<file path="config.mk">
export PLATFORM = sky130hd
export DESIGN_NAME = vga_pixel_out
export DESIGN_NICKNAME = d
export VERILOG_FILES = /design/src/rtl/vga_pkg.sv /design/src/rtl/vga_pixel_out.sv
export SDC_FILE = /design/constraint.sdc
export NUM_CORES = 1
export LEC_CHECK = 0
export BUFFER_PORTS_ARGS = -buffer_cell sky130_fd_sc_hd__buf_4
export CORE_AREA = 2 2 39 41
export CTS_CLUSTER_SIZE = 25
export DETAILED_ROUTE_END_ITERATION = 12
export DIE_AREA = 0 0 41 43
export GPL_ROUTABILITY_DRIVEN = 0
export SETUP_SLACK_MARGIN = 0.02
export SYNTH_ARGS = -nofsm -noshare
export SYNTH_HDL_FRONTEND = slang
export SYNTH_SLANG_ARGS = --single-unit
</file>
<file path="constraint.sdc">
create_clock -name clk -period 1.65 [get_ports clk]
set_clock_uncertainty 0.15 [all_clocks]
set_input_delay 0 -clock clk [delete_from_list [all_inputs] [get_ports clk]]
set_output_delay 0 -clock clk [all_outputs]
set_load 0.05 [all_outputs]
</file>
<file path="src/rtl/vga_pkg.sv">
`default_nettype none

package vga_pkg;

    // ------------------------------------------------------------------
    // basic widths
    // ------------------------------------------------------------------
    typedef logic [15:0] bus_addr_t;
    typedef logic [7:0]  bus_data_t;
    typedef logic [5:0]  pixel_t;      // {blue, green, red}, 2 bits each
    typedef logic [14:0] fb_addr_t;
    typedef logic [9:0]  h_count_t;    // 0..799
    typedef logic [9:0]  v_count_t;    // 0..524

    // frame buffer geometry, one word per 4x4 screen block
    localparam int FB_WIDTH  = 160;
    localparam int FB_HEIGHT = 120;
    localparam int FB_DEPTH  = FB_WIDTH * FB_HEIGHT;

    // ------------------------------------------------------------------
    // 640x480 line and frame timing, in pixel clocks and lines
    // ------------------------------------------------------------------
    localparam int H_VISIBLE = 640;
    localparam int H_FRONT   = 16;
    localparam int H_SYNC    = 96;
    localparam int H_BACK    = 48;
    localparam int H_TOTAL   = H_VISIBLE + H_FRONT + H_SYNC + H_BACK;

    localparam int V_VISIBLE = 480;
    localparam int V_FRONT   = 10;
    localparam int V_SYNC    = 2;
    localparam int V_BACK    = 33;
    localparam int V_TOTAL   = V_VISIBLE + V_FRONT + V_SYNC + V_BACK;

    // register offsets inside the bus window
    localparam logic [1:0] REG_H      = 2'd0;
    localparam logic [1:0] REG_V      = 2'd1;
    localparam logic [1:0] REG_COLOR  = 2'd2;
    localparam logic [1:0] REG_STATUS = 2'd3;

    typedef struct packed {
        logic     valid;
        fb_addr_t addr;
        pixel_t   pixel;
    } pixel_write_t;

    typedef struct packed {
        fb_addr_t fb_addr;    // read address for the current counters
        logic     active;
        logic     h_sync;     // active low
        logic     v_sync;     // active low
    } scan_pos_t;

endpackage

`default_nettype wire
</file>
<file path="src/rtl/vga_pixel_out.sv">
`timescale 1ns/10ps
`default_nettype none

module vga_pixel_out import vga_pkg::*; (
    input  wire logic      clk,
    input  wire logic      reset,
    input  wire scan_pos_t scan,
    input  wire pixel_t    rd_data,
    output logic           h_sync,
    output logic           v_sync,
    output logic [1:0]     r_out,
    output logic [1:0]     g_out,
    output logic [1:0]     b_out
);

    // stage 1, lines up with the memory read
    logic   active_d;
    logic   h_sync_d;
    logic   v_sync_d;

    pixel_t color_q;

    always_ff @(posedge clk) begin
        if (reset) begin
            active_d <= 1'b0;
            h_sync_d <= 1'b1;
            v_sync_d <= 1'b1;
        end else begin
            active_d <= scan.active;
            h_sync_d <= scan.h_sync;
            v_sync_d <= scan.v_sync;
        end
    end

    // stage 2, output registers
    always_ff @(posedge clk) begin
        if (reset) begin
            h_sync  <= 1'b1;
            v_sync  <= 1'b1;
            color_q <= '0;
        end else begin
            h_sync  <= h_sync_d;
            v_sync  <= v_sync_d;
            color_q <= active_d ? rd_data : '0;   // black in the porches
        end
    end

    assign r_out = color_q[1:0];
    assign g_out = color_q[3:2];
    assign b_out = color_q[5:4];

endmodule

`default_nettype wire

</file>
; ---- Word-level counts from Yosys, hierarchy flattened
; Cells that the tools add are included.
[word_totals]
out_inout_bits = 8
regBits = 11
in_bits = 26
[op_classes]
n_bitwise = 1
reduce_logical = 1
[ops]
columns = cell, n
row1 = $reduce_or 2->1, 1
row2 = $not 1->1, 1

; ---- Depth between registers and ports, before layout
[depth]
ltp_word = 2
depth_mapped = 2
depth_no_buf = 1

; ---- Least setup slack after synthesis
; No wires, ideal clock.
[synth_timing]
path_kind = register to register
startpoint = reg active_d
endpoint = reg color_q[0]
stages_incl_launch_ff = 2
t_required_ns = 1.383
setup_slack_ns = 0.899
arrival_time_ns = 0.485
n_path_buf = 0
cell_sequence = dfxtp_1 -> and3b_2
[synth_between]
elab_chain_cells = 2
[synth_rtl]
columns = item, line
row1 = start: declaration, vga_pixel_out.sv:17  ; logic active_d;
row2 = start signal: assignment, vga_pixel_out.sv:29  ; active_d <= scan.active;
row3 = $not 1->1 (no line), -
row4 = $reduce_or 2->1 (no line), -
row5 = end signal: assignment, vga_pixel_out.sv:44  ; color_q <= active_d ? rd_data : '0;
row6 = end: declaration, vga_pixel_out.sv:21  ; pixel_t color_q;
; No other way between the ends.
; A chain may end at the register's enable or synchronous reset.

; ---- Final worst setup path
[layout_timing]
startpoint = in reset
endpoint = reg v_sync_d
[layout_lines]
columns = item, line
row1 = start: declaration, vga_pixel_out.sv:6  ; input wire logic reset,
row2 = end signal: assignment, vga_pixel_out.sv:31  ; v_sync_d <= scan.v_sync;
row3 = end: declaration, vga_pixel_out.sv:19  ; logic v_sync_d;
; No word-level cell between the ends.

==> summary.md <==
| Metric | Value |
|---|---|
| Most frequent CP cell | `dlygate4sd3_1` |
| Largest area contributor in the netlist | `dfxtp_1` |
| # port buffers | `18` |
| Synth warn | `0` |
| Post-DP Area | `467 um2` |
| Mapped Avg Cell Area | `14.0 um2` |
| Top-count cell post-synth | `dfxtp_1` |
| Maximum clock frequency | `679 MHz` |
| Seq/Total Area, Yosys | `68.2%` |
| Ports | `34` |
| DR vias/cell | `3.88` |
| Worst path slowest cell | `dlygate4sd3_1` |
| Leakage | `0.323 nW` |
| Core Footprint | `0.00138 mm2` |
| WL final | `713 um` |
| Drt wl/cell | `9.26 um` |
| Final period util | `89.3%` |
| Dominant synthesized flop cell | `dfxtp_1` |
| Yosys top cell area share | `68.2%` |
| GRT Total Usage | `10.3%` |
| Pwr dens | `816 mW/mm2` |
| Syn_nets | `49` |
| H-tree levels | `1` |
| Die Ht | `43 um` |
| Drt drc | `0` |
| Max Cap Viol | `0` |
| Max clock buf depth | `2` |
| Maximum vdd drop | `0.000331 V` |
| Finish-stage setup viols | `0` |
| CTS tree | `done` |
| Element type at the critical path start | `input port` |
| Cell area after synthesis | `323 um2` |
| Cells after DPL | `56` |
| Cts bufs inserted | `3` |
| Slew Viols, Final | `0` |
| Rel. slew slack | `89.6%` |
| Total chip power | `0.541 mW` |
| Synthesized flop and latch total | `11` |
| Synth Instances | `23` |
| Ranking of synthesized cells by area | `dfxtp_1, and3b_2, or2_1` |
| Run status | `complete, no violations` |
| Die area | `0.00176 mm2` |
| Post-Layout Cell Count | `77` |
| CP Cell Sequence | `dlygate4sd3_1 > buf_4 > or2_1 > dlygate4sd3_1` |
| HP Class | `reg -> reg` |
| Fraction of layout cells with a size suffix above 1 | `44.3%` |
| First-pass GRT wire length | `1110 um` |
| CP Data Required Time | `1.65 ns` |
| Reg clk slew, reported paths | `0.06 ns` |
| Fin crit period | `1.47 ns` |
| Area growth, synth to finish | `105%` |
| Antenna Nets Post-Route | `0` |
| Die width | `41 um` |
| Largest net degree at the start of global routing | `12` |
| Final instance area | `663 um2` |
| Crit end category | `flop` |
| Vias | `299` |
| Synth cell types | `5` |
| Buf/Inv on CP | `3` |
| Worst-skew pair later-pin latency | `0.26 ns` |
| Number of synthesized flops with an enable pin | `0` |
| Worst path max stage delay | `0.55 ns` |
| Fin nets | `88` |
| Diodes inserted | `0` |
| Top delay family on crit path | `buffers and inverters` |
| Initial core utilization | `23.3%` |
| Finished Core Util | `47.9%` |
| Vias in the first global route | `290` |
| Row count | `14` |
| CP max FO | `11` |
| Critical path arrival | `1.47 ns` |
| TritonRoute pass-1 iters | `2` |
| PostCTS Resize Cnt | `0` |
| Starting DRT DRC Count | `1` |
| Sink Count | `11` |
| Setup CP Type | `in -> reg` |
| Synth async-reset ratio | `0%` |
| Root buffer cell | `clkbuf_4` |
| Setup tns final | `0 ns` |
| Antenna violations before repair | `0` |
| Final Hold Violating Endpoints | `0` |
| Worst slew pin tran | `0.156 ns` |
| Most frequent cells after synthesis | `dfxtp_1, and3b_2, or2_1` |
| Grt ovf | `0` |
| RSZ-0062 raised after global routing | `false` |
flip-flops by register name (all words and copies together) (netlist names):
name      flops
active_d      1
h_sync_d      1
h_sync        1
v_sync_d      1
v_sync        1
color_q       6
path summary, 6_finish.rpt:
path | slack, ns | startpoint | depth (start not counted) | to
hold reg to reg | 0.25 | h_sync_d$_SDFF_PP1_ | 1 | h_sync$_SDFF_PP1_
setup reg to reg | 0.29 | active_d$_SDFF_PP0_ | 2 | color_q[3]$_SDFF_PP0_
setup / recovery | 0.18 | reset | 4 | v_sync_d$_SDFF_PP1_
hold / removal | 0.25 | h_sync_d$_SDFF_PP1_ | 1 | h_sync$_SDFF_PP1_
per-layer routing:
| layer | up-vias | global-route usage (%) | routed length [um] |
|---|---|---|---|
| met5 | - | 0 | 0 |
| met4 | 0 | 10.0 | 0 |
| met3 | 0 | 4.71 | 24 |
| met2 | 9 | 15.9 | 433 |
| met1 | 139 | 8.77 | 254 |
| li1 | 151 | - | - |
report_power, final:
part	total, mW	internal (mW)	leakage, nW	switching (mW)
Combinational	0.0861	0.0515	0.217	0.0346
Clock	0.177	0.0934	0.0150	0.0836
Sequential	0.278	0.275	0.0904	0.00324
logic make-up (layout without fill, tap and decap cells):
kind of cell,count (synthesis),after routing,share of synthesized area (%)
flops,11,11,68.2
buf+inv,1,39,3.49
simple gates,11,11,28.3
layout make-up:
| cell class | instances | area (um2) |
|---|---|---|
| timing repair buffer | 35 | 305 |
| multi-input combinational | 11 | 91.3 |
| fill | 122 | 721 |
| sequential | 11 | 220 |
| tap | 16 | 20.0 |
| clock buffer | 4 | 26.3 |
metrics by stage:
stage / hold WS (ns) / worst slack, ns
after detailed placement: 0.0364 / 0.844
final: 0.253 / 0.177
after floorplan: -0.0529 / 0.899
after CTS: 0.257 / 0.195
after global routing: 0.261 / 0.154
after global placement: 0.0291 / 0.862
cell usage in the layout (no fill, tap or decap), drive strengths merged:
cell type     n
buf          18
dlygate4sd3  17
dfxtp        11
and3b         6
or2           4
clkbuf        4
nor2b         1
timing repair:
action | 4_1_cts | 5_1_grt
hold buffers | 17 | 0
hold endpoints to repair | 11 | 0
buffers inserted | 0 | 0
Note: power is estimated with default switching activity, not from simulation.
