[config.mk]
export PLATFORM = sky130hd
export DESIGN_NAME = vga_scan_timing
export DESIGN_NICKNAME = d
export VERILOG_FILES = /design/src/rtl/vga_pkg.sv /design/src/rtl/vga_scan_timing.sv
export SDC_FILE = /design/constraint.sdc
export NUM_CORES = 1
export LEC_CHECK = 0
export BUFFER_PORTS_ARGS = -buffer_cell sky130_fd_sc_hd__clkbuf_2
export CORE_MARGIN = 5
export CORE_UTILIZATION = 62
export CTS_BUF_LIST = sky130_fd_sc_hd__clkbuf_8
export DETAILED_ROUTE_END_ITERATION = 6
export PLACE_DENSITY = 0.82
export SLEW_MARGIN = 20
export SYNTH_ARGS = -nofsm -noshare
export SYNTH_HDL_FRONTEND = slang
export SYNTH_SLANG_ARGS = --single-unit
[constraint.sdc]
create_clock -name clk -period 4.56 [get_ports clk]
set_clock_uncertainty 0.05 [all_clocks]
set_input_delay 0.912 -clock clk [delete_from_list [all_inputs] [get_ports clk]]
set_output_delay 0.912 -clock clk [all_outputs]
set_load 0.05 [all_outputs]
[src/rtl/vga_pkg.sv]
`default_nettype none

package vga_pkg;

    // ------------------------------------------------------------------
    // basic widths
    // ------------------------------------------------------------------
    typedef logic [15:0] bus_addr_t;
    typedef logic [7:0]  bus_data_t;
    typedef logic [5:0]  pixel_t;      // {blue, green, red}, 2 bits each
    typedef logic [14:0] fb_addr_t;
    typedef logic [9:0]  h_count_t;    // 0..799
    typedef logic [9:0]  v_count_t;    // 0..524

    // frame buffer geometry, one word per 4x4 screen block
    localparam int FB_WIDTH  = 160;
    localparam int FB_HEIGHT = 120;
    localparam int FB_DEPTH  = FB_WIDTH * FB_HEIGHT;

    // ------------------------------------------------------------------
    // 640x480 line and frame timing, in pixel clocks and lines
    // ------------------------------------------------------------------
    localparam int H_VISIBLE = 640;
    localparam int H_FRONT   = 16;
    localparam int H_SYNC    = 96;
    localparam int H_BACK    = 48;
    localparam int H_TOTAL   = H_VISIBLE + H_FRONT + H_SYNC + H_BACK;

    localparam int V_VISIBLE = 480;
    localparam int V_FRONT   = 10;
    localparam int V_SYNC    = 2;
    localparam int V_BACK    = 33;
    localparam int V_TOTAL   = V_VISIBLE + V_FRONT + V_SYNC + V_BACK;

    // register offsets inside the bus window
    localparam logic [1:0] REG_H      = 2'd0;
    localparam logic [1:0] REG_V      = 2'd1;
    localparam logic [1:0] REG_COLOR  = 2'd2;
    localparam logic [1:0] REG_STATUS = 2'd3;

    typedef struct packed {
        logic     valid;
        fb_addr_t addr;
        pixel_t   pixel;
    } pixel_write_t;

    typedef struct packed {
        fb_addr_t fb_addr;    // read address for the current counters
        logic     active;
        logic     h_sync;     // active low
        logic     v_sync;     // active low
    } scan_pos_t;

endpackage

`default_nettype wire
[src/rtl/vga_scan_timing.sv]
`timescale 1ns/10ps
`default_nettype none

module vga_scan_timing import vga_pkg::*; (
    input  wire logic   clk,
    input  wire logic   reset,
    output scan_pos_t   scan,
    output logic        vblank
);

    h_count_t h_count;
    v_count_t v_count;
    fb_addr_t fb_addr;
    fb_addr_t row_start;     // first word of the current block row

    logic     line_end;
    logic     frame_end;
    logic     next_block;
    logic     next_row;

    assign line_end  = h_count == h_count_t'(H_TOTAL - 1);
    assign frame_end = v_count == v_count_t'(V_TOTAL - 1);

    // ------------------------------------------------------------------
    // counters
    // ------------------------------------------------------------------
    always_ff @(posedge clk) begin
        if (reset) begin
            h_count <= '0;
            v_count <= '0;
        end else if (line_end) begin
            h_count <= '0;
            v_count <= frame_end ? '0 : v_count + 1'b1;
        end else begin
            h_count <= h_count + 1'b1;
        end
    end

    // ------------------------------------------------------------------
    // frame buffer read address, 4 columns and 4 lines per word
    // ------------------------------------------------------------------
    // last column of a block, not past the visible edge
    assign next_block = h_count[1:0] == 2'd3 && h_count < h_count_t'(H_VISIBLE - 1);
    // last line of a block row, stays inside the buffer
    assign next_row   = v_count[1:0] == 2'd3 && v_count < v_count_t'(V_VISIBLE - 1);

    always_ff @(posedge clk) begin
        if (reset) begin
            fb_addr   <= '0;
            row_start <= '0;
        end else if (line_end) begin
            if (frame_end) begin
                fb_addr   <= '0;
                row_start <= '0;
            end else if (next_row) begin
                fb_addr   <= row_start + fb_addr_t'(FB_WIDTH);
                row_start <= row_start + fb_addr_t'(FB_WIDTH);
            end else begin
                fb_addr <= row_start;   // same block row again
            end
        end else if (next_block) begin
            fb_addr <= fb_addr + 1'b1;
        end
    end

    // ------------------------------------------------------------------
    // flags
    // ------------------------------------------------------------------
    assign scan.fb_addr = fb_addr;
    assign scan.active  = h_count < h_count_t'(H_VISIBLE) && v_count < v_count_t'(V_VISIBLE);
    assign scan.h_sync  = !(h_count >= h_count_t'(H_VISIBLE + H_FRONT)
                         && h_count <  h_count_t'(H_VISIBLE + H_FRONT + H_SYNC));
    assign scan.v_sync  = !(v_count >= v_count_t'(V_VISIBLE + V_FRONT)
                         && v_count <  v_count_t'(V_VISIBLE + V_FRONT + V_SYNC));

    assign vblank = v_count >= v_count_t'(V_VISIBLE);

endmodule

`default_nettype wire

# == Yosys cells after proc, flatten, opt, wreduce, memory -nomap -nowiden ==
# Index checks and enable logic that the tools add are counted.
# word_totals
ff_bits,50
latchBits,0
ram_bits,0
mem_bits_ro,0
inputBits,2
out_inout_bits,19
word_cells,35
mem_count,0
# op_classes
addsub,4
mul,0
n_div,0
magnitude_cmp,9
eq_ne,4
shifts,0
n_mux,5
n_bitwise,0
n_reduce_logical,9
# op_table
op,n
$mux W15,4
$lt A10 B10 Y1 const B,3
$lt A10 B9 Y1 const B,3
$add A10 B1 Y10 const B,2
$eq A10 B10 Y1 const B,2
$ge A10 B9 Y1 const B,2
$add A15 B1 Y15 const B,1
$add A15 B8 Y15 const B,1
$ge A10 B10 Y1 const B,1
$mux W10,1
$logic_and A1 B1 Y1,5
$eq A2 B2 Y1 const B,2
$logic_not A1 Y1,2
$reduce_bool A2 Y1,1
$reduce_or A2 Y1,1

# == Longest topological paths before layout ==
# logic_depth
ltp_word,5
mapped_depth,10
ltp_nobuf,8

# == Worst setup path after synthesis ==
# OpenSTA, ideal clock, no wires.
# synth_path
kind,reg-to-output
startpoint,register v_count[5]
endpoint,output port scan[2] (netlist bit)
arrival_ps,1550
required_time_ps,3598
setup_slack_ps,2048
path_stages_with_launch,4
path_buffers,1
path_cell_list,dfxtp_1 -> buf_6 -> a41o_1 -> nor2b_1
# synth_lines
element,line,source
start: declaration,vga_scan_timing.sv:12,v_count_t v_count;
start signal: assignment,vga_scan_timing.sv:33,v_count <= frame_end ? '0 : v_count + 1'b1;
end: declaration,vga_scan_timing.sv:7,"output scan_pos_t scan,"

# == Worst setup path in the final report ==
# layout_path
startpoint,register h_count[0]
endpoint,register fb_addr[11]
# layout_between
elab_chain_cells,3
# layout_rtl
element,line,source
start: declaration,vga_scan_timing.sv:11,h_count_t h_count;
start signal: assignment,vga_scan_timing.sv:35,h_count <= h_count + 1'b1;
$lt A10 B10 Y1 / $eq A2 B2 Y1 (equally long branches),vga_scan_timing.sv:43,assign next_block = h_count[1:0] == 2'd3 && h_count < h_count_t'(H_VISIBLE - 1);
$logic_and A1 B1 Y1,vga_scan_timing.sv:43,
$reduce_bool A2 Y1 (no source line),-,
end signal: assignment,vga_scan_timing.sv:56,fb_addr <= row_start + fb_addr_t'(FB_WIDTH);
end signal: assignment,vga_scan_timing.sv:59,fb_addr <= row_start;
end signal: assignment,vga_scan_timing.sv:62,fb_addr <= fb_addr + 1'b1;
end: declaration,vga_scan_timing.sv:13,fb_addr_t fb_addr;
# Several ways; a longest one is shown, not always the timed one.
# A chain may end at the register's enable or synchronous reset.

==> flow_metrics.py <==
metrics = {
    "setup_path": {
        "crit_fanout": 19,
        "critPathBufInv": 1,
        "cp.depth": 8,
        "path_cells": "ha_1 > and4_1 > nand3_1 > buf_4 > nor2_1 > o21ai_0 > o31a_1 > nor3_1",
        "cp-start-kind": "flop",
        "slowest_stage": "nor2_1",
        "critical_path_class": "flop to flop",
        "slowest_delay_ns": 0.87,
        "arrival_ns": 3.12,
        "crit_path_end_kind": "flop",
        "reg2regPathDepth": 8,
        "required_ns": 4.74,
        "rrSetupSlack_ns": 1.62,
        "critPathTopFamily": "simple AND/OR/NAND/NOR gates",
    },
    "placement": {
        "place_congestion": 0.8043,
        "port_buffers": 20,
        "place.detailed.hpwl_mm": 3.986,
    },
    "logic_synthesis": {
        "synth_cell_type_count": 50,
        "synth_edf_count": 0,
        "synth_area_mm2": 0.002640,
        "synth_top_area_share_pct": 37.91,
        "syn_nets": 332,
        "avgSynthCellArea_um2": 8.173,
        "synthTopCellsByArea": "dfxtp_1 38%, nor2_1 6.5%, a21oi_1 5.5%",
        "synthCells": 323,
        "async_flop_share_pct": 0,
        "synth_area_leader_cell": "dfxtp_1",
        "ys_warn_count": 0,
        "synth-seq-area-share_pct": 37.91,
        "ys_ff_latch": 50,
        "ys.flop_type": "dfxtp_1",
    },
    "run": {
        "maxCapViolations": 0,
    },
    "power": {
        "seqPwrFrac_pct": 56.7,
        "power_frac_comb_pct": 3.5,
        "p_int_uw": 608.6,
        "clock_power_share_pct": 39.7,
        "power.density_mw_per_mm2": 272.6,
        "switching_power_uw": 172.7,
        "p_sw_share_pct": 22.11,
        "irDropWorstVdd_mv": 0.3359,
        "leakage_nw": 1.060,
    },
    "grt": {
        "grt_pass1_vias": 2165,
        "antenna_found_initial": 0,
        "track_usage_pct": 22.49,
        "grt_first_pass_wirelength_mm": 9.887,
        "grt-ovfl-total": 0,
        "grt_max_degree": 34,
    },
    "detailed_routing": {
        "vias_per_cell": 6.028,
        "dr.first_iter.drc_count": 165,
        "via_count": 2351,
        "routed_wl_mm": 5.843,
        "final_antenna_net_count": 0,
        "firstDrtPassIters": 4,
        "drcViolationCount": 0,
        "wl_per_cell_um": 14.98,
    },
    "clock_network": {
        "cts_made_buffers": 5,
        "htreeDepth": 2,
        "post_cts_buffers": 0,
        "cts_tree": "yes",
        "clock_sinks": 50,
        "ctsHoldBuffers": 0,
        "clk_latency_ns": 0.31,
        "clk_pin_slew_worst_paths_ns": 0.09,
        "cts_buffer_depth": 2,
        "clock-root-buffer": "clkbuf_8",
        "cts_resized": 0,
    },
    "timing": {
        "finalHoldViolations": 0,
        "tns_ns": 0,
        "worst_slew_pin_slew_ns": 1.113,
        "max-slew-margin-rel_pct": 25.50,
        "rsz0062_at_grt": "false",
        "max_freq_ghz": 0.3404,
        "drv_slew": 0,
        "post-route-min-period_ns": 2.938,
        "final.period_utilization_pct": 64.42,
        "finalSetupViolCount": 0,
    },
    "die": {
        "num_io_pins": 21,
        "coreArea_mm2": 0.004058,
        "chipWidth_um": 75.26,
        "die_y_um": 75.26,
        "start_util_pct": 65.06,
        "dieArea_mm2": 0.005663,
        "placementRows": 23,
    },
    "layout": {
        "layout-drive-gt1-share_pct": 10.88,
        "nNetsFinal": 348,
        "n_antenna_cell": 0,
        "area_growth_pct": 8.578,
        "nFillCells": 348,
        "fin_util_pct": 70.64,
    },
    "hold_path": {
        "hold_depth": 1,
        "hold_class": "flop to flop",
    },
    "status": {
        "status": "completed",
    },
}
-- final cells by class --
type                       instances  area (um^2)  share of cell area [%]
clock buffer                       5        68.82                   2.401
clock inverter                     3        40.04                   1.397
inverter                           9        33.78                   1.179
multi-input combinational        251         1545                   53.91
sequential                        50         1001                   34.92
tap                               50        62.56                   2.182
timing repair buffer              22        115.1                   4.016
-- path summary, 6_finish.rpt --
check,to,from
setup / recovery,fb_addr[11],h_count[0]
hold / removal,h_count[0],h_count[0]
setup reg to reg,fb_addr[11],h_count[0]
hold reg to reg,h_count[0],h_count[0]
-- power groups by stage --
| stage | logic [mW] | clock network, mW | registers (mW) |
|---|---|---|---|
| floorplan | 0.0178 | 0 | 0.456 |
| global route | 0.0310 | 0.334 | 0.444 |
| finish | 0.0276 | 0.310 | 0.443 |
| detailed placement | 0.0276 | 0 | 0.454 |
| CTS | 0.0278 | 0.316 | 0.443 |
| global placement | 0.0271 | 0 | 0.453 |
-- synthesized netlist by cell type, types with 6 or more instances --
master	instances
xor2_1	16
a21oi_1	29
inv_1	9
xnor2_1	7
ha_1	7
and2_1	6
o21ai_0	13
dfxtp_1	50
nand3_1	11
nand4_1	8
nor2_1	46
nand2_1	24
clkbuf_1	9
nor3_1	15
-- layer usage --
layer / GRT usage, % / vias to the layer above / routed length (um)
met5: 0 / - / 0
met4: 7.767 / 0 / 77
met3: 4.139 / 8 / 311
met2: 35.78 / 55 / 2648
met1: 30.71 / 1100 / 2805
li1: - / 1188 / -
-- cell usage in the layout (no fill, tap or decap), types with 8 or more instances in the layout --
cell / n
dfxtp_1: 50
xor2_1: 16
inv_1: 9
o21ai_0: 13
nand2_1: 24
nor2_1: 46
nor3_1: 15
clkbuf_2: 20
nand3_1: 11
a21oi_1: 29
nand4_1: 8
-- stage by stage --
stage / hold WS, ns / cells / power, mW / setup WS (ns) / cell area (um^2)
floorplan: 0.3796 / 323 / 0.4742 / 2.048 / 2640
global placement: 0.3939 / 382 / 0.4804 / 1.863 / 2758
detailed placement: 0.3960 / 382 / 0.4812 / 1.716 / 2758
CTS: 0.4247 / 390 / 0.7872 / 1.685 / 2867
global route: 0.4524 / 390 / 0.8088 / 1.384 / 2867
finish: 0.4224 / 390 / 0.7814 / 1.622 / 2867
-- logic make-up after synthesis --
logic type	count (synthesis)	share of synthesized area [%]
compound gates	72	17.11
xor+xnor	23	7.630
fa+ha+maj	7	3.317
buf+inv	22	3.554
flops	50	37.91
mux	2	0.8057
simple gates	147	29.67
-- state kept, by name, summed over array words and instances, names as in the netlist --
| register | cells |
|---|---|
| fb_addr | 15 |
| row_start | 15 |
| h_count | 10 |
| v_count | 10 |
Note: power is estimated with default switching activity, not from simulation.
