**src/rtl/vga_pkg.sv**
```systemverilog
`default_nettype none

package vga_pkg;

    // ------------------------------------------------------------------
    // basic widths
    // ------------------------------------------------------------------
    typedef logic [15:0] bus_addr_t;
    typedef logic [7:0]  bus_data_t;
    typedef logic [5:0]  pixel_t;      // {blue, green, red}, 2 bits each
    typedef logic [14:0] fb_addr_t;
    typedef logic [9:0]  h_count_t;    // 0..799
    typedef logic [9:0]  v_count_t;    // 0..524

    // frame buffer geometry, one word per 4x4 screen block
    localparam int FB_WIDTH  = 160;
    localparam int FB_HEIGHT = 120;
    localparam int FB_DEPTH  = FB_WIDTH * FB_HEIGHT;

    // ------------------------------------------------------------------
    // 640x480 line and frame timing, in pixel clocks and lines
    // ------------------------------------------------------------------
    localparam int H_VISIBLE = 640;
    localparam int H_FRONT   = 16;
    localparam int H_SYNC    = 96;
    localparam int H_BACK    = 48;
    localparam int H_TOTAL   = H_VISIBLE + H_FRONT + H_SYNC + H_BACK;

    localparam int V_VISIBLE = 480;
    localparam int V_FRONT   = 10;
    localparam int V_SYNC    = 2;
    localparam int V_BACK    = 33;
    localparam int V_TOTAL   = V_VISIBLE + V_FRONT + V_SYNC + V_BACK;

    // register offsets inside the bus window
    localparam logic [1:0] REG_H      = 2'd0;
    localparam logic [1:0] REG_V      = 2'd1;
    localparam logic [1:0] REG_COLOR  = 2'd2;
    localparam logic [1:0] REG_STATUS = 2'd3;

    typedef struct packed {
        logic     valid;
        fb_addr_t addr;
        pixel_t   pixel;
    } pixel_write_t;

    typedef struct packed {
        fb_addr_t fb_addr;    // read address for the current counters
        logic     active;
        logic     h_sync;     // active low
        logic     v_sync;     // active low
    } scan_pos_t;

endpackage

`default_nettype wire
```
**src/rtl/vga_bus_regs.sv**
```systemverilog
`timescale 1ns/10ps
`default_nettype none

module vga_bus_regs import vga_pkg::*; #(
    parameter bus_addr_t base_addr = 16'hff24
) (
    input  wire logic         clk,
    input  wire logic         reset,
    input  wire logic         enable,
    input  wire bus_addr_t    addr,
    input  wire logic         write_en,
    input  wire bus_data_t    data_in,
    input  wire logic         vblank,
    output bus_data_t         data_out,
    output pixel_write_t      pix_wr
);

    logic       selected;
    logic [1:0] offset;
    logic       reg_write;
    logic       in_range;

    bus_data_t  h_reg;
    bus_data_t  v_reg;
    bus_data_t  color_reg;

    logic       wr_valid;
    fb_addr_t   wr_addr;
    pixel_t     wr_pixel;

    // ------------------------------------------------------------------
    // decode
    // ------------------------------------------------------------------
    assign selected  = enable && addr >= base_addr && addr <= base_addr + 3;
    assign offset    = 2'(addr - base_addr);
    assign reg_write = selected && write_en;

    // coordinates as they stand before the colour write
    assign in_range = h_reg < bus_data_t'(FB_WIDTH) && v_reg < bus_data_t'(FB_HEIGHT);

    always_ff @(posedge clk) begin
        if (reset) begin
            h_reg     <= '0;
            v_reg     <= '0;
            color_reg <= '0;
            wr_valid  <= 1'b0;
        end else begin
            wr_valid <= 1'b0;
            if (reg_write) begin
                case (offset)
                    REG_H:     h_reg <= data_in;
                    REG_V:     v_reg <= data_in;
                    REG_COLOR: begin
                        color_reg <= data_in;
                        wr_valid  <= in_range;
                    end
                    default:   ; // status is read only
                endcase
            end
        end
    end

    // write payload, only meaningful with wr_valid
    always_ff @(posedge clk) begin
        wr_addr  <= fb_addr_t'(v_reg) * fb_addr_t'(FB_WIDTH) + fb_addr_t'(h_reg);
        wr_pixel <= data_in[5:0];
    end

    assign pix_wr.valid = wr_valid;
    assign pix_wr.addr  = wr_addr;
    assign pix_wr.pixel = wr_pixel;

    // ------------------------------------------------------------------
    // readback
    // ------------------------------------------------------------------
    always_comb begin
        data_out = '0;
        if (selected) begin
            case (offset)
                REG_H:      data_out = h_reg;
                REG_V:      data_out = v_reg;
                REG_COLOR:  data_out = color_reg;
                REG_STATUS: data_out = {7'b0, vblank};
                default:    data_out = '0;
            endcase
        end
    end

endmodule

`default_nettype wire

```
**config.mk**
```make
export PLATFORM = sky130hd
export DESIGN_NAME = vga_bus_regs
export DESIGN_NICKNAME = d
export VERILOG_FILES = /design/src/rtl/vga_pkg.sv /design/src/rtl/vga_bus_regs.sv
export SDC_FILE = /design/constraint.sdc
export NUM_CORES = 1
export LEC_CHECK = 0
export ABC_AREA = 1
export BUFFER_PORTS_ARGS = -buffer_cell sky130_fd_sc_hd__buf_2
export CELL_PAD_IN_SITES_DETAIL_PLACEMENT = 0
export CELL_PAD_IN_SITES_GLOBAL_PLACEMENT = 1
export CORE_MARGIN = 2
export CORE_UTILIZATION = 34
export DETAILED_ROUTE_END_ITERATION = 10
export GPL_TIMING_DRIVEN = 0
export PLACE_DENSITY = 0.8
export SYNTH_ARGS = -nofsm -noshare
export SYNTH_HDL_FRONTEND = slang
export SYNTH_SLANG_ARGS = --single-unit
```
**constraint.sdc**
```tcl
create_clock -name clk -period 1.97 [get_ports clk]
set_input_delay 0.197 -clock clk [delete_from_list [all_inputs] [get_ports clk]]
set_output_delay 0.197 -clock clk [all_outputs]
set_load 0.01 [all_outputs]
```
Yosys cells after proc, flatten, opt, wreduce, memory -nomap -nowiden:

Index checks and enable logic that the tools add are counted.

* eq/ne operators: 3
* bitwise operators: 2
* multiplexer cells: 2
* multiply operators: 1
* add/sub/neg operators: 2
* reductions and logical operators: 9
* $lt $le $gt $ge: 4

Operators by type and width (number)
* 8-bit case mux with 4 select lines: 1
* 16-bit greater-or-equal comparator, second input constant: 1
* 16-bit less-or-equal comparator, second input constant: 1
* 15-bit by 8-bit adder with 15-bit output: 1
* 8-bit by 3-bit multiplier with 10-bit output, second input constant: 1
* 8-bit by 7-bit < comparator with 1-bit output, second input constant: 1
* 8-bit < comparator, second input constant: 1
* 8-bit two-way mux: 1
* 2-bit AND reduction: 3
* 2-bit equality test, second input constant: 2
* 1-bit logical AND: 4
* 3-bit OR reduction: 1
* 2-bit by 1-bit equality test with 1-bit output, second input constant: 1
* 2-bit zero test: 1
* 1-bit inverter: 2
* 2-bit by 1-bit subtractor with 2-bit output, second input constant: 1

* word-level logic and storage cells: 29
* bits of input ports: 29
* flip-flop bits (word level): 46
* output and inout bits: 30

Logic depth before layout (Yosys ltp):

Gate-level depths: netlist of run 1.

* depth after elaboration: 6
* mapped depth: 13
* gate-level depth less buffers: 13

Worst setup path after synthesis of run 1:

No wires, ideal clock.

* path kind: reg2reg
* start: register v_reg[1]
* end: register wr_addr[14]
* required time: 1.861 ns
* path slack: -0.186 ns
* path buffers: 0
* stages on the path, launching flop included: 13
* data arrival time: 2.048 ns
* clock period less this slack: 2.156 ns
* setup time: 0.109 ns
* path through: dfxtp_1 > ha_1 > ha_1 > fa_1 > nand2_1 > nor2_1 > nand2_1 > nand2_1 > nand2_1 > nor2_1 > nand4_1 > nand2_1 > inv_1

* word-level cells in the longest chain between the ends: 2

Ends and longest elaborated chain
* start, declared: line vga_bus_regs.sv:24 `bus_data_t v_reg;`
* start signal, assigned: line vga_bus_regs.sv:52 `REG_V: v_reg <= data_in;`
* 8-bit by 3-bit multiplier with 10-bit output: line vga_bus_regs.sv:65 `wr_addr <= fb_addr_t'(v_reg) * fb_addr_t'(FB_WIDTH) + fb_addr_t'(h_reg);`
* 15-bit by 8-bit adder with 15-bit output: line vga_bus_regs.sv:65
* end signal, assigned: line vga_bus_regs.sv:65
* end, declared: line vga_bus_regs.sv:28 `fb_addr_t wr_addr;`

Every way passes these cells.
A chain may end at the register's enable or synchronous reset.

Worst setup path in the final report of run 1:

* start: register v_reg[1]
* end: register wr_addr[12]

The elaborated chain is that of the path after synthesis.

==> results.txt, run 1 <==
----------------------------------------------------
[Status]
  Outcome ... complete, but fails checks
  Failing checks ... negative setup slack

[Die]
  Effective utilization at floorplan ... 34.6%
  Die area ... 7510 um^2
  Number of I/O pins ... 59
  Horizontal extent of the die ... 86.6 um
  Standard-cell rows ... 30
  Core area ... 6720 um^2
  Die height ... 86.6 um

[Clock tree]
  CTS tree ... done
  Later-pin clock latency in the skew report ... 0.30 ns
  CTS sink cnt ... 46
  Clock H-tree levels ... 2
  Post-cts hold buffer count ... 0
  Max Buffers Root-to-Sink ... 2
  TritonCTS buffer count ... 5
  Buffer type at the clock tree root ... sky130_fd_sc_hd__clkbuf_8
  Clock slew at reported path FFs ... 0.10 ns

[Critical path]
  Critical path endpoint category ... flop
  Crit path largest cell delay ... 0.45 ns
  Kind of start point of the critical path ... flop
  Gate family responsible for the most delay along the worst path ... adder cells
  Type of the setup path with the least slack ... flop to flop
  Data arrival time of the critical path ... 2.24 ns
  Start of the worst register-to-register path ... v_reg[1]$_SDFFE_PP0P_
  R2R cell count ... 9
  Register-to-register setup slack ... -0.07 ns
  Worst Path Max Fanout ... 3
  Worst-path cell chain ... ha_4, ha_4, fa_1, xor2_2, buf_4, nand2_2, nor2_4, buf_4, xor2_1
  RR Endpoint ... wr_addr[12]$_DFF_P_
  Buf/Inv on CP ... 2
  Slowest stage cell on the critical path ... sky130_fd_sc_hd__fa_1
  Required arrival time at the worst endpoint ... 2.17 ns

[Synthesis]
  Leading register cell type out of synthesis ... sky130_fd_sc_hd__dfxtp_1
  Proportion of netlist area held by the largest area contributor ... 39.7%
  Cells taking the most area after synthesis ... sky130_fd_sc_hd__dfxtp_1 (40%), sky130_fd_sc_hd__nand2_1 (13%), sky130_fd_sc_hd__nor2_1 (10%)
  Syn avg cell area ... 7.37 um^2
  Number of instances in the synthesized netlist ... 315
  Distinct cell type count after synthesis ... 26
  Post-synthesis sequential area ratio ... 39.7%
  Total number of yosys warnings ... 0
  Ys async rst share ... 0%
  Most common cell in the netlist ... sky130_fd_sc_hd__nand2_1
  Cell taking the most area after synthesis ... sky130_fd_sc_hd__dfxtp_1
  Post-synth EDFFs ... 0
  Top cell types by occurrence after synthesis ... sky130_fd_sc_hd__nand2_1 (83), sky130_fd_sc_hd__nor2_1 (63), sky130_fd_sc_hd__dfxtp_1 (46)
  Net Count, Synth ... 361
  Number of flip-flops and latches in the synthesized netlist ... 46
  Synth Cell Area ... 2320 um^2

[Min path]
  Hold Path Stages ... 1
  Terminating pin of the worst hold path ... wr_pixel[5]$_DFF_P_
  Hold wc startpoint ... data_in[5]
  Class of the tightest hold or removal check ... input port to flop

[STA]
  Setup repair after global routing missed its margin ... yes
  Number of pins exceeding their max-slew limit in the final report ... 0
  Ratio of final minimum period to clock period ... 104%
  Maximum clock frequency ... 490 MHz
  Total setup violations reported at the end of the flow ... 3
  Hold violation count in the final report ... 0
  Worst-Margin Slew ... 0.560 ns
  Final Skew ... 0.00730 ns
  Crit path setup slack, layout ... -0.0706 ns
  Minimum period implied by the final worst setup slack ... 2.04 ns
  Total negative setup slack ... -0.120 ns
  Slew margin rel. ... 62.6%

[Cells and area]
  Diode insertion count for antenna repair ... 0
  Register containing the most flip-flops in the final layout ... wr_addr
  Number of standard cells in the final layout excluding fillers ... 469
  Share of final-layout standard cells stronger than drive strength 1 ... 28.0%
  Filler Cells Inserted ... 677
  Number of nets in the final layout ... 434
  Core utilization of the finished layout ... 44.4%
  Largest register FFs ... 15
  Area growth, synth to finish ... 28.4%

[Pwr]
  Peak VDD IR ... 0.259 mV
  Power density normalized to cell area ... 554 nW/um^2
  Leakage power ... 1.62 nW

[Global route]
  Initial antenna violation count ... 0
  GRT Overall Usage ... 16.1%
  Wire length of the first global-routing pass ... 9490 um
  Pin count of the biggest net entering global routing ... 18
  Via count of the first global-routing pass ... 2054
  Grt total ovfl ... 0

[Drt]
  DRC Markers ... 0
  Vias ... 2072
  Sum of routed wire length over all layers ... 5540 um
  Vias per std cell ... 4.42
  Iteration-0 DRC count of the detailed router ... 84
  Remaining number of nets flagged by the antenna check after routing ... 0
  Number of search-and-repair iterations in the first detailed-routing pass ... 4
  Per-cell routed wire length ... 11.8 um

[Place]
  Half-perimeter wire length after detailed placement ... 4060 um
  GPL Wtd Cong ... 0.829
  Port Buffer Count ... 58
  Post-placement setup slack ... -0.241 ns
  Cell count after placement ... 453

[Flow run]
  Max-Cap Viols ... 0

----------------------------------------------------
==> repair_timing <==
action,CTS,global route
setup endpoints to repair,4,4
pin swaps,10,3
resized for setup,15,4
buffers inserted,5,3
==> layer usage <==
metal,vias to the layer above,global-route usage [%],wire (um),share of wire (%)
met5,-,0,0,0
li1,1119,-,-,-
met2,41,28.2,2620,47
met4,0,4.26,44,0.79
met1,908,20.2,2670,48
met3,4,2.95,214,3.9
==> logic make-up (layout without fill, tap and decap cells) <==
| family | count (synthesis) | count (layout) | synth area share [%] |
|---|---|---|---|
| simple gates | 171 | 171 | 32.2 |
| flops | 46 | 46 | 39.7 |
| compound gates | 21 | 21 | 5.23 |
| xor+xnor | 9 | 9 | 3.39 |
| fa+ha+maj | 17 | 17 | 9.81 |
| buf+inv | 51 | 125 | 9.70 |
==> where the power goes <==
group          internal (mW)  switching, mW
sequential             0.931        0.00117
combinational         0.0331         0.0511
clock                  0.266          0.370
==> worst max path at each step <==
stage,depth (start not counted),startpoint,slack [ns],end
after global placement,12,v_reg[0]$_SDFFE_PP0P_,-0.23,wr_addr[14]$_DFF_P_
after detailed placement,12,v_reg[0]$_SDFFE_PP0P_,-0.24,wr_addr[14]$_DFF_P_
after floorplan,12,v_reg[3]$_SDFFE_PP0P_,-0.06,wr_addr[14]$_DFF_P_
final,9,v_reg[1]$_SDFFE_PP0P_,-0.07,wr_addr[12]$_DFF_P_
after CTS,12,v_reg[1]$_SDFFE_PP0P_,-0.07,wr_addr[14]$_DFF_P_
after global routing,12,v_reg[1]$_SDFFE_PP0P_,-0.17,wr_addr[14]$_DFF_P_
==> stage by stage <==
step	hold slack (ns)	power, mW	cell area (um^2)
after floorplan	0.225	0.989	2350
after global placement	0.353	1.04	2740
after detailed placement	0.348	1.04	2740
after CTS	0.0244	1.67	2930
after global routing	0.0143	1.71	2980
final	0.0300	1.65	2980
==> placed cells by master (no fill, tap or decap), types with 3 or more instances in the layout <==
cell type | synthesis | layout
sky130_fd_sc_hd__clkbuf_8 | 0 | 5
sky130_fd_sc_hd__xnor2_1 | 3 | 3
sky130_fd_sc_hd__ha_4 | 0 | 5
sky130_fd_sc_hd__dfxtp_4 | 0 | 3
sky130_fd_sc_hd__buf_4 | 3 | 11
sky130_fd_sc_hd__buf_2 | 0 | 58
sky130_fd_sc_hd__o22ai_1 | 7 | 7
sky130_fd_sc_hd__a21oi_1 | 8 | 8
sky130_fd_sc_hd__buf_6 | 3 | 3
sky130_fd_sc_hd__nand3_1 | 8 | 8
sky130_fd_sc_hd__dfxtp_1 | 46 | 41
sky130_fd_sc_hd__inv_1 | 45 | 45
sky130_fd_sc_hd__nor2_2 | 3 | 4
sky130_fd_sc_hd__nand2_1 | 83 | 80
sky130_fd_sc_hd__ha_1 | 15 | 9
sky130_fd_sc_hd__nand2_2 | 2 | 5
sky130_fd_sc_hd__nand4_1 | 4 | 4
sky130_fd_sc_hd__xor2_1 | 6 | 4
sky130_fd_sc_hd__nor2_1 | 63 | 61
==> final cells by class <==
type	instances	area (um^2)	area share, %
clock buffers	5	68.8	2.31
repair buffers	66	350	11.7
well taps	80	100	3.36
plain buffers	6	56.3	1.89
multi-input cells	218	1270	42.7
flip-flops and latches	46	935	31.3
inverters	45	169	5.67
clock inverters	3	28.8	0.965
Power figures use the tool's default switching activity.
==> inputs of run 2 (changes only) <==
==> constraint.sdc (replaced) <==
create_clock -name clk -period 1.8 [get_ports clk]
set_input_delay 0.18 -clock clk [delete_from_list [all_inputs] [get_ports clk]]
set_output_delay 0.18 -clock clk [all_outputs]
set_load 0.01 [all_outputs]
==> results.txt, run 2 (synthesis gave the netlist of run 1 again) <==
----------------------------------------------------
[Pwr]
  Switching Share ... 22.9% (-2.7 points)
  Net switching power figure ... 437 uW (+3.6%)
  Power density normalized to cell area ... 632 nW/um^2 (+14%)
  Logic gate share of total power ... 4.8% (-0.3 points)
  Leakage power ... 1.63 nW (+0.63%)
  Part of the power in the clock network ... 41.7% (+3.2 points)
  Part of the power in registers ... 53.5% (-2.9 points)
  Peak VDD IR ... 0.380 mV (+47%)
  Internal Pwr Total ... 1.47 mW (+20%)
  PnR Total Power ... 1.91 mW (+16%)

[Place]
  Port Buffer Count ... 58 (unchanged)
  GPL Wtd Cong ... 0.827 (-0.30%)
  Half-perimeter wire length after detailed placement ... 3940 um (-3.0%)

[Critical path]
  Start of the worst register-to-register path ... v_reg[3]$_SDFFE_PP0P_
  Kind of start point of the critical path ... flop
  RR Endpoint ... wr_addr[10]$_DFF_P_
  R2R cell count ... 11 (+2)
  Data arrival time of the critical path ... 2.29 ns (+0.05 ns)
  Worst-path cell chain ... ha_4, ha_4, fa_2, nand2_2, inv_1, nand2_1, nand2_2, buf_4, buf_4, buf_4, xor2_1
  Crit path largest cell delay ... 0.44 ns (about the same)
  Critical path endpoint category ... flop
  Gate family responsible for the most delay along the worst path ... adder cells
  Worst Path Max Fanout ... 2 (-1)
  Buf/Inv on CP ... 4 (+2)
  Register-to-register setup slack ... -0.30 ns (-0.23 ns)
  Required arrival time at the worst endpoint ... 1.99 ns (-0.18 ns)
  Critical Path Most Common Cell ... sky130_fd_sc_hd__buf_4
  Type of the setup path with the least slack ... flop to flop
  Slowest stage cell on the critical path ... sky130_fd_sc_hd__fa_2

[Cells and area]
  Largest register FFs ... 15 (unchanged)
  Leading cell types in the layout, fill and taps excluded ... sky130_fd_sc_hd__nand2_1 (78), sky130_fd_sc_hd__nor2_1 (62), sky130_fd_sc_hd__buf_2 (58)
  Area growth, synth to finish ... 30.2%
  Most frequent standard cell in the layout excluding fill and tap cells ... sky130_fd_sc_hd__nand2_1
  Share of final-layout standard cells stronger than drive strength 1 ... 29.0% (+1.0 points)
  Register containing the most flip-flops in the final layout ... wr_addr
  Core utilization of the finished layout ... 45.0% (+0.61 points)
  Diode insertion count for antenna repair ... 0 (unchanged)
  Number of nets in the final layout ... 434 (unchanged)

[Clock tree]
  CTS sink cnt ... 46 (unchanged)
  TritonCTS buffer count ... 5 (unchanged)
  Later-pin clock latency in the skew report ... 0.30 ns (about the same)
  Clock H-tree levels ... 2 (unchanged)
  Clock slew at reported path FFs ... 0.09 ns (about the same)
  Max Buffers Root-to-Sink ... 2 (unchanged)
  Buffer type at the clock tree root ... sky130_fd_sc_hd__clkbuf_8
  CTS tree ... done

[STA]
  Minimum period implied by the final worst setup slack ... 2.10 ns (+0.0584 ns)
  Slew margin rel. ... 61.6% (-1.0 points)
  Maximum clock frequency ... 476 MHz (-2.8%)
  Hold violation count in the final report ... 0 (unchanged)
  Crit path setup slack, layout ... -0.299 ns (-0.228 ns)
  Setup repair after global routing missed its margin ... yes
  Total setup violations reported at the end of the flow ... 5 (+2)
  Worst-Margin Slew ... 0.575 ns (+0.0150 ns)
  Ratio of final minimum period to clock period ... 117% (+13 points)
  Number of pins exceeding their max-slew limit in the final report ... 0 (unchanged)
  Final Skew ... 0.00457 ns (-0.00273 ns)
  Total negative setup slack ... -0.926 ns (-0.806 ns)

[Die]
  Standard-cell rows ... 30 (unchanged)
  Number of I/O pins ... 59 (unchanged)
  Die height ... 86.6 um (unchanged)
  Effective utilization at floorplan ... 34.6% (unchanged)
  Core area ... 6720 um^2 (unchanged)
  Horizontal extent of the die ... 86.6 um (unchanged)
  Die area ... 7510 um^2 (unchanged)

[Status]
  Outcome ... complete, but fails checks
  Failing checks ... negative setup slack

[Drt]
  Sum of routed wire length over all layers ... 5630 um (+1.6%)
  Per-cell routed wire length ... 12.0 um (+1.6%)
  Iteration-0 DRC count of the detailed router ... 135 (+61%)
  DRC Markers ... 0 (unchanged)
  Remaining number of nets flagged by the antenna check after routing ... 0 (unchanged)
  Number of search-and-repair iterations in the first detailed-routing pass ... 4 (unchanged)
  Vias per std cell ... 4.49 (+1.5%)
  Vias ... 2104 (+1.5%)

[Min path]
  Terminating pin of the worst hold path ... wr_pixel[0]$_DFF_P_
  Hold Path Stages ... 1 (unchanged)
  Hold wc startpoint ... data_in[0]
  Class of the tightest hold or removal check ... input port to flop

[Global route]
  Pin count of the biggest net entering global routing ... 16 (-2)
  Grt total ovfl ... 0 (unchanged)
  Wire length of the first global-routing pass ... 8940 um (-5.8%)
  Initial antenna violation count ... 0 (unchanged)
  Via count of the first global-routing pass ... 1952 (-5.0%)
  GRT Overall Usage ... 15.5% (-0.58 points)

[Flow run]
  Max-Cap Viols ... 0 (unchanged)

----------------------------------------------------
-- run 2: cell type report --
cell class                 count  area [um^2]
multi-input combinational    218         1300
sequential                    46          932
inverter                      45          169
fill                         702         3700
clock buffer                   5         68.8
clock inverter                 3         43.8
tap                           80          100
buffer                         6         56.3
timing repair buffer          66          354
-- run 2: power by group through the flow --
stage | Combinational, mW | Sequential, mW | Clock [mW]
2_1_floorplan | 0.0285 | 1.05 | 0
3_3_place_gp | 0.0914 | 1.05 | 0
3_5_place_dp | 0.0926 | 1.05 | 0
4_1_cts | 0.0928 | 1.02 | 0.812
5_1_grt | 0.101 | 1.02 | 0.854
6_report | 0.0917 | 1.02 | 0.797
-- run 2: worst max-delay path by stage --
stage | from | to | slack (ns) | cells past startpoint
global route | v_reg[3]$_SDFFE_PP0P_ | wr_addr[10]$_DFF_P_ | -0.40 | 11
floorplan | v_reg[3]$_SDFFE_PP0P_ | wr_addr[14]$_DFF_P_ | -0.22 | 12
global placement | v_reg[3]$_SDFFE_PP0P_ | wr_addr[14]$_DFF_P_ | -0.38 | 12
finish | v_reg[3]$_SDFFE_PP0P_ | wr_addr[10]$_DFF_P_ | -0.30 | 11
detailed placement | v_reg[0]$_SDFFE_PP0P_ | wr_addr[14]$_DFF_P_ | -0.41 | 12
CTS | v_reg[3]$_SDFFE_PP0P_ | wr_addr[10]$_DFF_P_ | -0.26 | 11
-- run 2: per-layer routing --
| metal | vias up | track usage, % | share of wire (%) |
|---|---|---|---|
| met3 | 5 | 2.95 | 6.2 |
| met1 | 917 | 20.7 | 48 |
| li1 | 1115 | - | - |
| met2 | 67 | 25.8 | 45 |
| met4 | 0 | 3.84 | 1.0 |
| met5 | - | 0 | 0 |
-- run 2: worst reg2reg max path, cell delays in order (launching register included) --
cell                      delay [ns]
sky130_fd_sc_hd__dfxtp_4        0.37
sky130_fd_sc_hd__ha_4           0.27
sky130_fd_sc_hd__ha_4           0.14
sky130_fd_sc_hd__fa_2           0.44
sky130_fd_sc_hd__nand2_2        0.09
sky130_fd_sc_hd__inv_1          0.05
sky130_fd_sc_hd__nand2_1        0.06
sky130_fd_sc_hd__nand2_2        0.06
sky130_fd_sc_hd__buf_4          0.13
sky130_fd_sc_hd__buf_4          0.12
sky130_fd_sc_hd__buf_4          0.12
sky130_fd_sc_hd__xor2_1         0.13
-- run 2: through the flow --
step	hold slack [ns]	cell area (um^2)	std cells	worst slack (ns)
after floorplan	0.208	2370	315	-0.223
after global placement	0.331	2760	453	-0.378
after detailed placement	0.333	2760	453	-0.406
after CTS	0.0130	3020	469	-0.257
after global routing	0.00858	3020	469	-0.395
final	0.0198	3020	469	-0.299
-- run 2: timing repair --
item | CTS | global route
pin swaps | 15 | 2
gates resized for setup | 21 | 0
cloned | 0 | 0
endpoints found under the setup margin | 5 | 5
hold buffers | 0 | 0
setup buffers | 8 | 0
==> inputs of run 3 (changes only) <==
--- a/config.mk
+++ b/config.mk
@@ -5,15 +5,15 @@
 export SDC_FILE = /design/constraint.sdc
 export NUM_CORES = 1
 export LEC_CHECK = 0
-export ABC_AREA = 1
 export BUFFER_PORTS_ARGS = -buffer_cell sky130_fd_sc_hd__buf_2
 export CELL_PAD_IN_SITES_DETAIL_PLACEMENT = 0
 export CELL_PAD_IN_SITES_GLOBAL_PLACEMENT = 1
 export CORE_MARGIN = 2
-export CORE_UTILIZATION = 34
+export CORE_UTILIZATION = 35
 export DETAILED_ROUTE_END_ITERATION = 10
 export GPL_TIMING_DRIVEN = 0
-export PLACE_DENSITY = 0.8
+export PLACE_DENSITY = 0.79
+export SKIP_LAST_GASP = 1
 export SYNTH_ARGS = -nofsm -noshare
 export SYNTH_HDL_FRONTEND = slang
 export SYNTH_SLANG_ARGS = --single-unit
==> results.txt, run 3 <==
----------------------------------------------------
[Drt]
  Vias per std cell ... 4.83 (+7.7%)
  Iteration-0 DRC count of the detailed router ... 32 (-76%)
  Sum of routed wire length over all layers ... 4750 um (-16%)
  Per-cell routed wire length ... 13.1 um (+9.4%)
  Vias ... 1745 (-17%)
  DRC Markers ... 0 (unchanged)
  Number of search-and-repair iterations in the first detailed-routing pass ... 4 (unchanged)
  Remaining number of nets flagged by the antenna check after routing ... 0 (unchanged)

[STA]
  Hold WS ... 0.0212 ns (+0.00142 ns)
  Hold violation count in the final report ... 0 (unchanged)
  Ratio of final minimum period to clock period ... 116% (-0.36 points)
  Maximum clock frequency ... 478 MHz (+0.31%)
  Crit path setup slack, layout ... -0.293 ns (+0.00648 ns)
  Total negative setup slack ... -0.850 ns (+0.0766 ns)
  Setup repair after global routing missed its margin ... yes
  Slew margin rel. ... 55.9% (-5.7 points)
  Final Skew ... 0.00758 ns (+0.00301 ns)
  Number of pins exceeding their max-slew limit in the final report ... 0 (unchanged)
  Total setup violations reported at the end of the flow ... 5 (unchanged)
  Minimum period implied by the final worst setup slack ... 2.09 ns (-0.00648 ns)
  Worst-Margin Slew ... 0.662 ns (+0.0865 ns)

[Synthesis]
  Cell taking the most area after synthesis ... sky130_fd_sc_hd__dfxtp_1
  Ys async rst share ... 0% (unchanged)
  Leading register cell type out of synthesis ... sky130_fd_sc_hd__dfxtp_1
  Proportion of netlist area held by the largest area contributor ... 43.8% (+4.2 points)
  Number of flip-flops and latches in the synthesized netlist ... 46 (unchanged)
  Cells taking the most area after synthesis ... sky130_fd_sc_hd__dfxtp_1 (44%), sky130_fd_sc_hd__mux2i_1 (15%), sky130_fd_sc_hd__ha_1 (8.9%)
  Total number of yosys warnings ... 0 (unchanged)
  Distinct cell type count after synthesis ... 30 (+15%)
  Number of instances in the synthesized netlist ... 213 (-32%)
  Synth Cell Area ... 2100 um^2 (-9.5%)
  Post-synthesis sequential area ratio ... 43.8% (+4.2 points)
  Net Count, Synth ... 259 (-28%)
  Most common cell in the netlist ... sky130_fd_sc_hd__nor2_1
  Post-synth EDFFs ... 0 (unchanged)
  Syn avg cell area ... 9.86 um^2 (+34%)
  Top cell types by occurrence after synthesis ... sky130_fd_sc_hd__nor2_1 (49), sky130_fd_sc_hd__dfxtp_1 (46), sky130_fd_sc_hd__mux2i_1 (31)

[Clock tree]
  Clock slew at reported path FFs ... 0.09 ns (about the same)
  Buffer type at the clock tree root ... sky130_fd_sc_hd__clkbuf_8
  Max Buffers Root-to-Sink ... 2 (unchanged)
  Later-pin clock latency in the skew report ... 0.30 ns (about the same)
  TritonCTS buffer count ... 5 (unchanged)
  Post-cts hold buffer count ... 0 (unchanged)
  Clock H-tree levels ... 2 (unchanged)
  CTS sink cnt ... 46 (unchanged)
  CTS tree ... done

[Critical path]
  Kind of start point of the critical path ... flop
  Crit path largest cell delay ... 0.40 ns (-0.04 ns)
  Worst Path Max Fanout ... 4 (+2)
  Buf/Inv on CP ... 0 (-4)
  Worst-path cell chain ... ha_4, ha_4, fa_2, a211oi_2, nor2_1, xor2_1, nand4_1, xnor2_1
  Gate family responsible for the most delay along the worst path ... adder cells
  Type of the setup path with the least slack ... flop to flop
  Required arrival time at the worst endpoint ... 1.99 ns (about the same)
  Critical Path Most Common Cell ... sky130_fd_sc_hd__ha_4
  Data arrival time of the critical path ... 2.28 ns (about the same)
  Slowest stage cell on the critical path ... sky130_fd_sc_hd__dfxtp_4
  Critical path endpoint category ... flop

[Cells and area]
  Diode insertion count for antenna repair ... 0 (unchanged)
  Leading cell types in the layout, fill and taps excluded ... sky130_fd_sc_hd__buf_2 (57), sky130_fd_sc_hd__nor2_1 (44), sky130_fd_sc_hd__dfxtp_1 (39)
  Final Cell Area ... 2870 um^2 (-5.1%)
  Area growth, synth to finish ... 36.5%
  Share of final-layout standard cells stronger than drive strength 1 ... 38.8% (+9.8 points)
  Largest register FFs ... 15 (unchanged)
  Number of nets in the final layout ... 331 (-24%)
  Number of standard cells in the final layout excluding fillers ... 361 (-23%)
  Filler Cells Inserted ... 556 (-21%)
  Register containing the most flip-flops in the final layout ... wr_addr
  Most frequent standard cell in the layout excluding fill and tap cells ... sky130_fd_sc_hd__buf_2

[Place]
  Standard cell area after detailed placement ... 2600 um^2 (-5.8%)
  Port Buffer Count ... 57 (-1.7%)
  Cell count after placement ... 345 (-24%)
  GPL Wtd Cong ... 0.748 (-9.5%)
  Half-perimeter wire length after detailed placement ... 3430 um (-13%)

[Status]
  Outcome ... complete, but fails checks
  Failing checks ... negative setup slack

[Global route]
  Wire length of the first global-routing pass ... 7840 um (-12%)
  Via count of the first global-routing pass ... 1692 (-13%)
  Initial antenna violation count ... 0 (unchanged)
  GRT Overall Usage ... 15.7% (+0.21 points)
  Grt total ovfl ... 0 (unchanged)
  Pin count of the biggest net entering global routing ... 15 (-1)

[Die]
  Die area ... 6640 um^2 (-12%)
  Standard-cell rows ... 28 (-6.7%)
  Horizontal extent of the die ... 81.5 um (-6.0%)
  Effective utilization at floorplan ... 35.9% (+1.3 points)
  Die height ... 81.5 um (-6.0%)
  Number of I/O pins ... 59 (unchanged)
  Core area ... 5850 um^2 (-13%)

[Pwr]
  Internal Pwr Total ... 1.47 mW (-0.11%)
  Net switching power figure ... 398 uW (-9.0%)
  Logic gate share of total power ... 4.6% (-0.2 points)
  PnR Total Power ... 1.87 mW (-2.1%)
  Switching Share ... 21.3% (-1.6 points)
  Power density normalized to cell area ... 652 nW/um^2 (+3.2%)
  Part of the power in the clock network ... 40.8% (-0.9 points)
  Peak VDD IR ... 0.235 mV (-38%)
  Part of the power in registers ... 54.6% (+1.1 points)
  Leakage power ... 1.44 nW (-12%)

[Min path]
  Class of the tightest hold or removal check ... input port to flop

[Flow run]
  Max-Cap Viols ... 0 (unchanged)

----------------------------------------------------
## run 3: cell count changes after synthesis, moves of 3 or more
cell                       before  now
sky130_fd_sc_hd__mux2i_1        0   31
sky130_fd_sc_hd__nor2_2         3    0
sky130_fd_sc_hd__nand2_1       83    3
sky130_fd_sc_hd__clkbuf_1       0    7
sky130_fd_sc_hd__xor2_1         6    3
sky130_fd_sc_hd__xnor2_1        3    8
sky130_fd_sc_hd__inv_1         45    6
sky130_fd_sc_hd__buf_6          3    0
sky130_fd_sc_hd__nor2b_1        0    3
sky130_fd_sc_hd__nand3_1        8    2
sky130_fd_sc_hd__o22ai_1        7    0
sky130_fd_sc_hd__nor2_1        63   49
## run 3: worst paths after layout
kind | end | slack [ns] | cells after the start | startpoint
max | wr_addr[14]$_DFF_P_ | -0.29 | 8 | v_reg[3]$_SDFFE_PP0P_
min | wr_pixel[0]$_DFF_P_ | 0.02 | 1 | data_in[0]
max reg2reg | wr_addr[14]$_DFF_P_ | -0.29 | 8 | v_reg[3]$_SDFFE_PP0P_
min reg2reg | wr_addr[4]$_DFF_P_ | 0.37 | 0 | h_reg[4]$_SDFFE_PP0P_
## run 3: through the flow
| step | setup slack (ns) | util (%) |
|---|---|---|
| after floorplan | -0.191 | - |
| after global placement | -0.359 | 44.4 |
| after detailed placement | -0.413 | 44.4 |
| after CTS | -0.298 | 47.7 |
| after global routing | -0.413 | 49.0 |
| final | -0.293 | 49.0 |
## run 3: routing by layer
layer | vias to the layer above | part of all wire [%] | GRT usage [%]
met5 | - | 0 | 0
met4 | 0 | 1.2 | 5.08
met3 | 4 | 4.0 | 3.63
met2 | 32 | 50 | 27.2
met1 | 836 | 45 | 19.2
li1 | 873 | - | -
## run 3: cells by family after synthesis
| logic type | after synthesis | synth area share [%] |
|---|---|---|
| AND/OR/NAND/NOR | 71 | 16.0 |
| flip-flops | 46 | 43.8 |
| multiplexers | 32 | 15.8 |
| AO/OA/AOI/OAI | 21 | 5.84 |
| adder cells (fa/ha/maj) | 17 | 10.8 |
| buffers and inverters | 15 | 3.04 |
| XOR/XNOR | 11 | 4.59 |
## run 3: timing repair
item                       4_1_cts  5_1_grt
setup endpoints to repair       13       21
pin swaps                        7        8
setup buffers                    6        2
resized for setup               11       15
## run 3: area by class of cell
type	count	area [um^2]	area share, %
multi-input cells	152	1310	45.7
plain buffers	9	43.8	1.53
well taps	75	93.8	3.27
repair buffers	65	349	12.2
clock inverters	2	37.5	1.31
inverters	6	22.5	0.785
clock buffers	6	72.6	2.53
flip-flops and latches	46	937	32.7
## run 3: power groups by stage
stage	sequential, mW	clock (mW)	combinational [mW]
3_3_place_gp	1.05	0	0.0837
4_1_cts	1.02	0.793	0.0847
3_5_place_dp	1.05	0	0.0843
6_report	1.02	0.763	0.0863
2_1_floorplan	1.05	0	0.0283
5_1_grt	1.02	0.826	0.0949
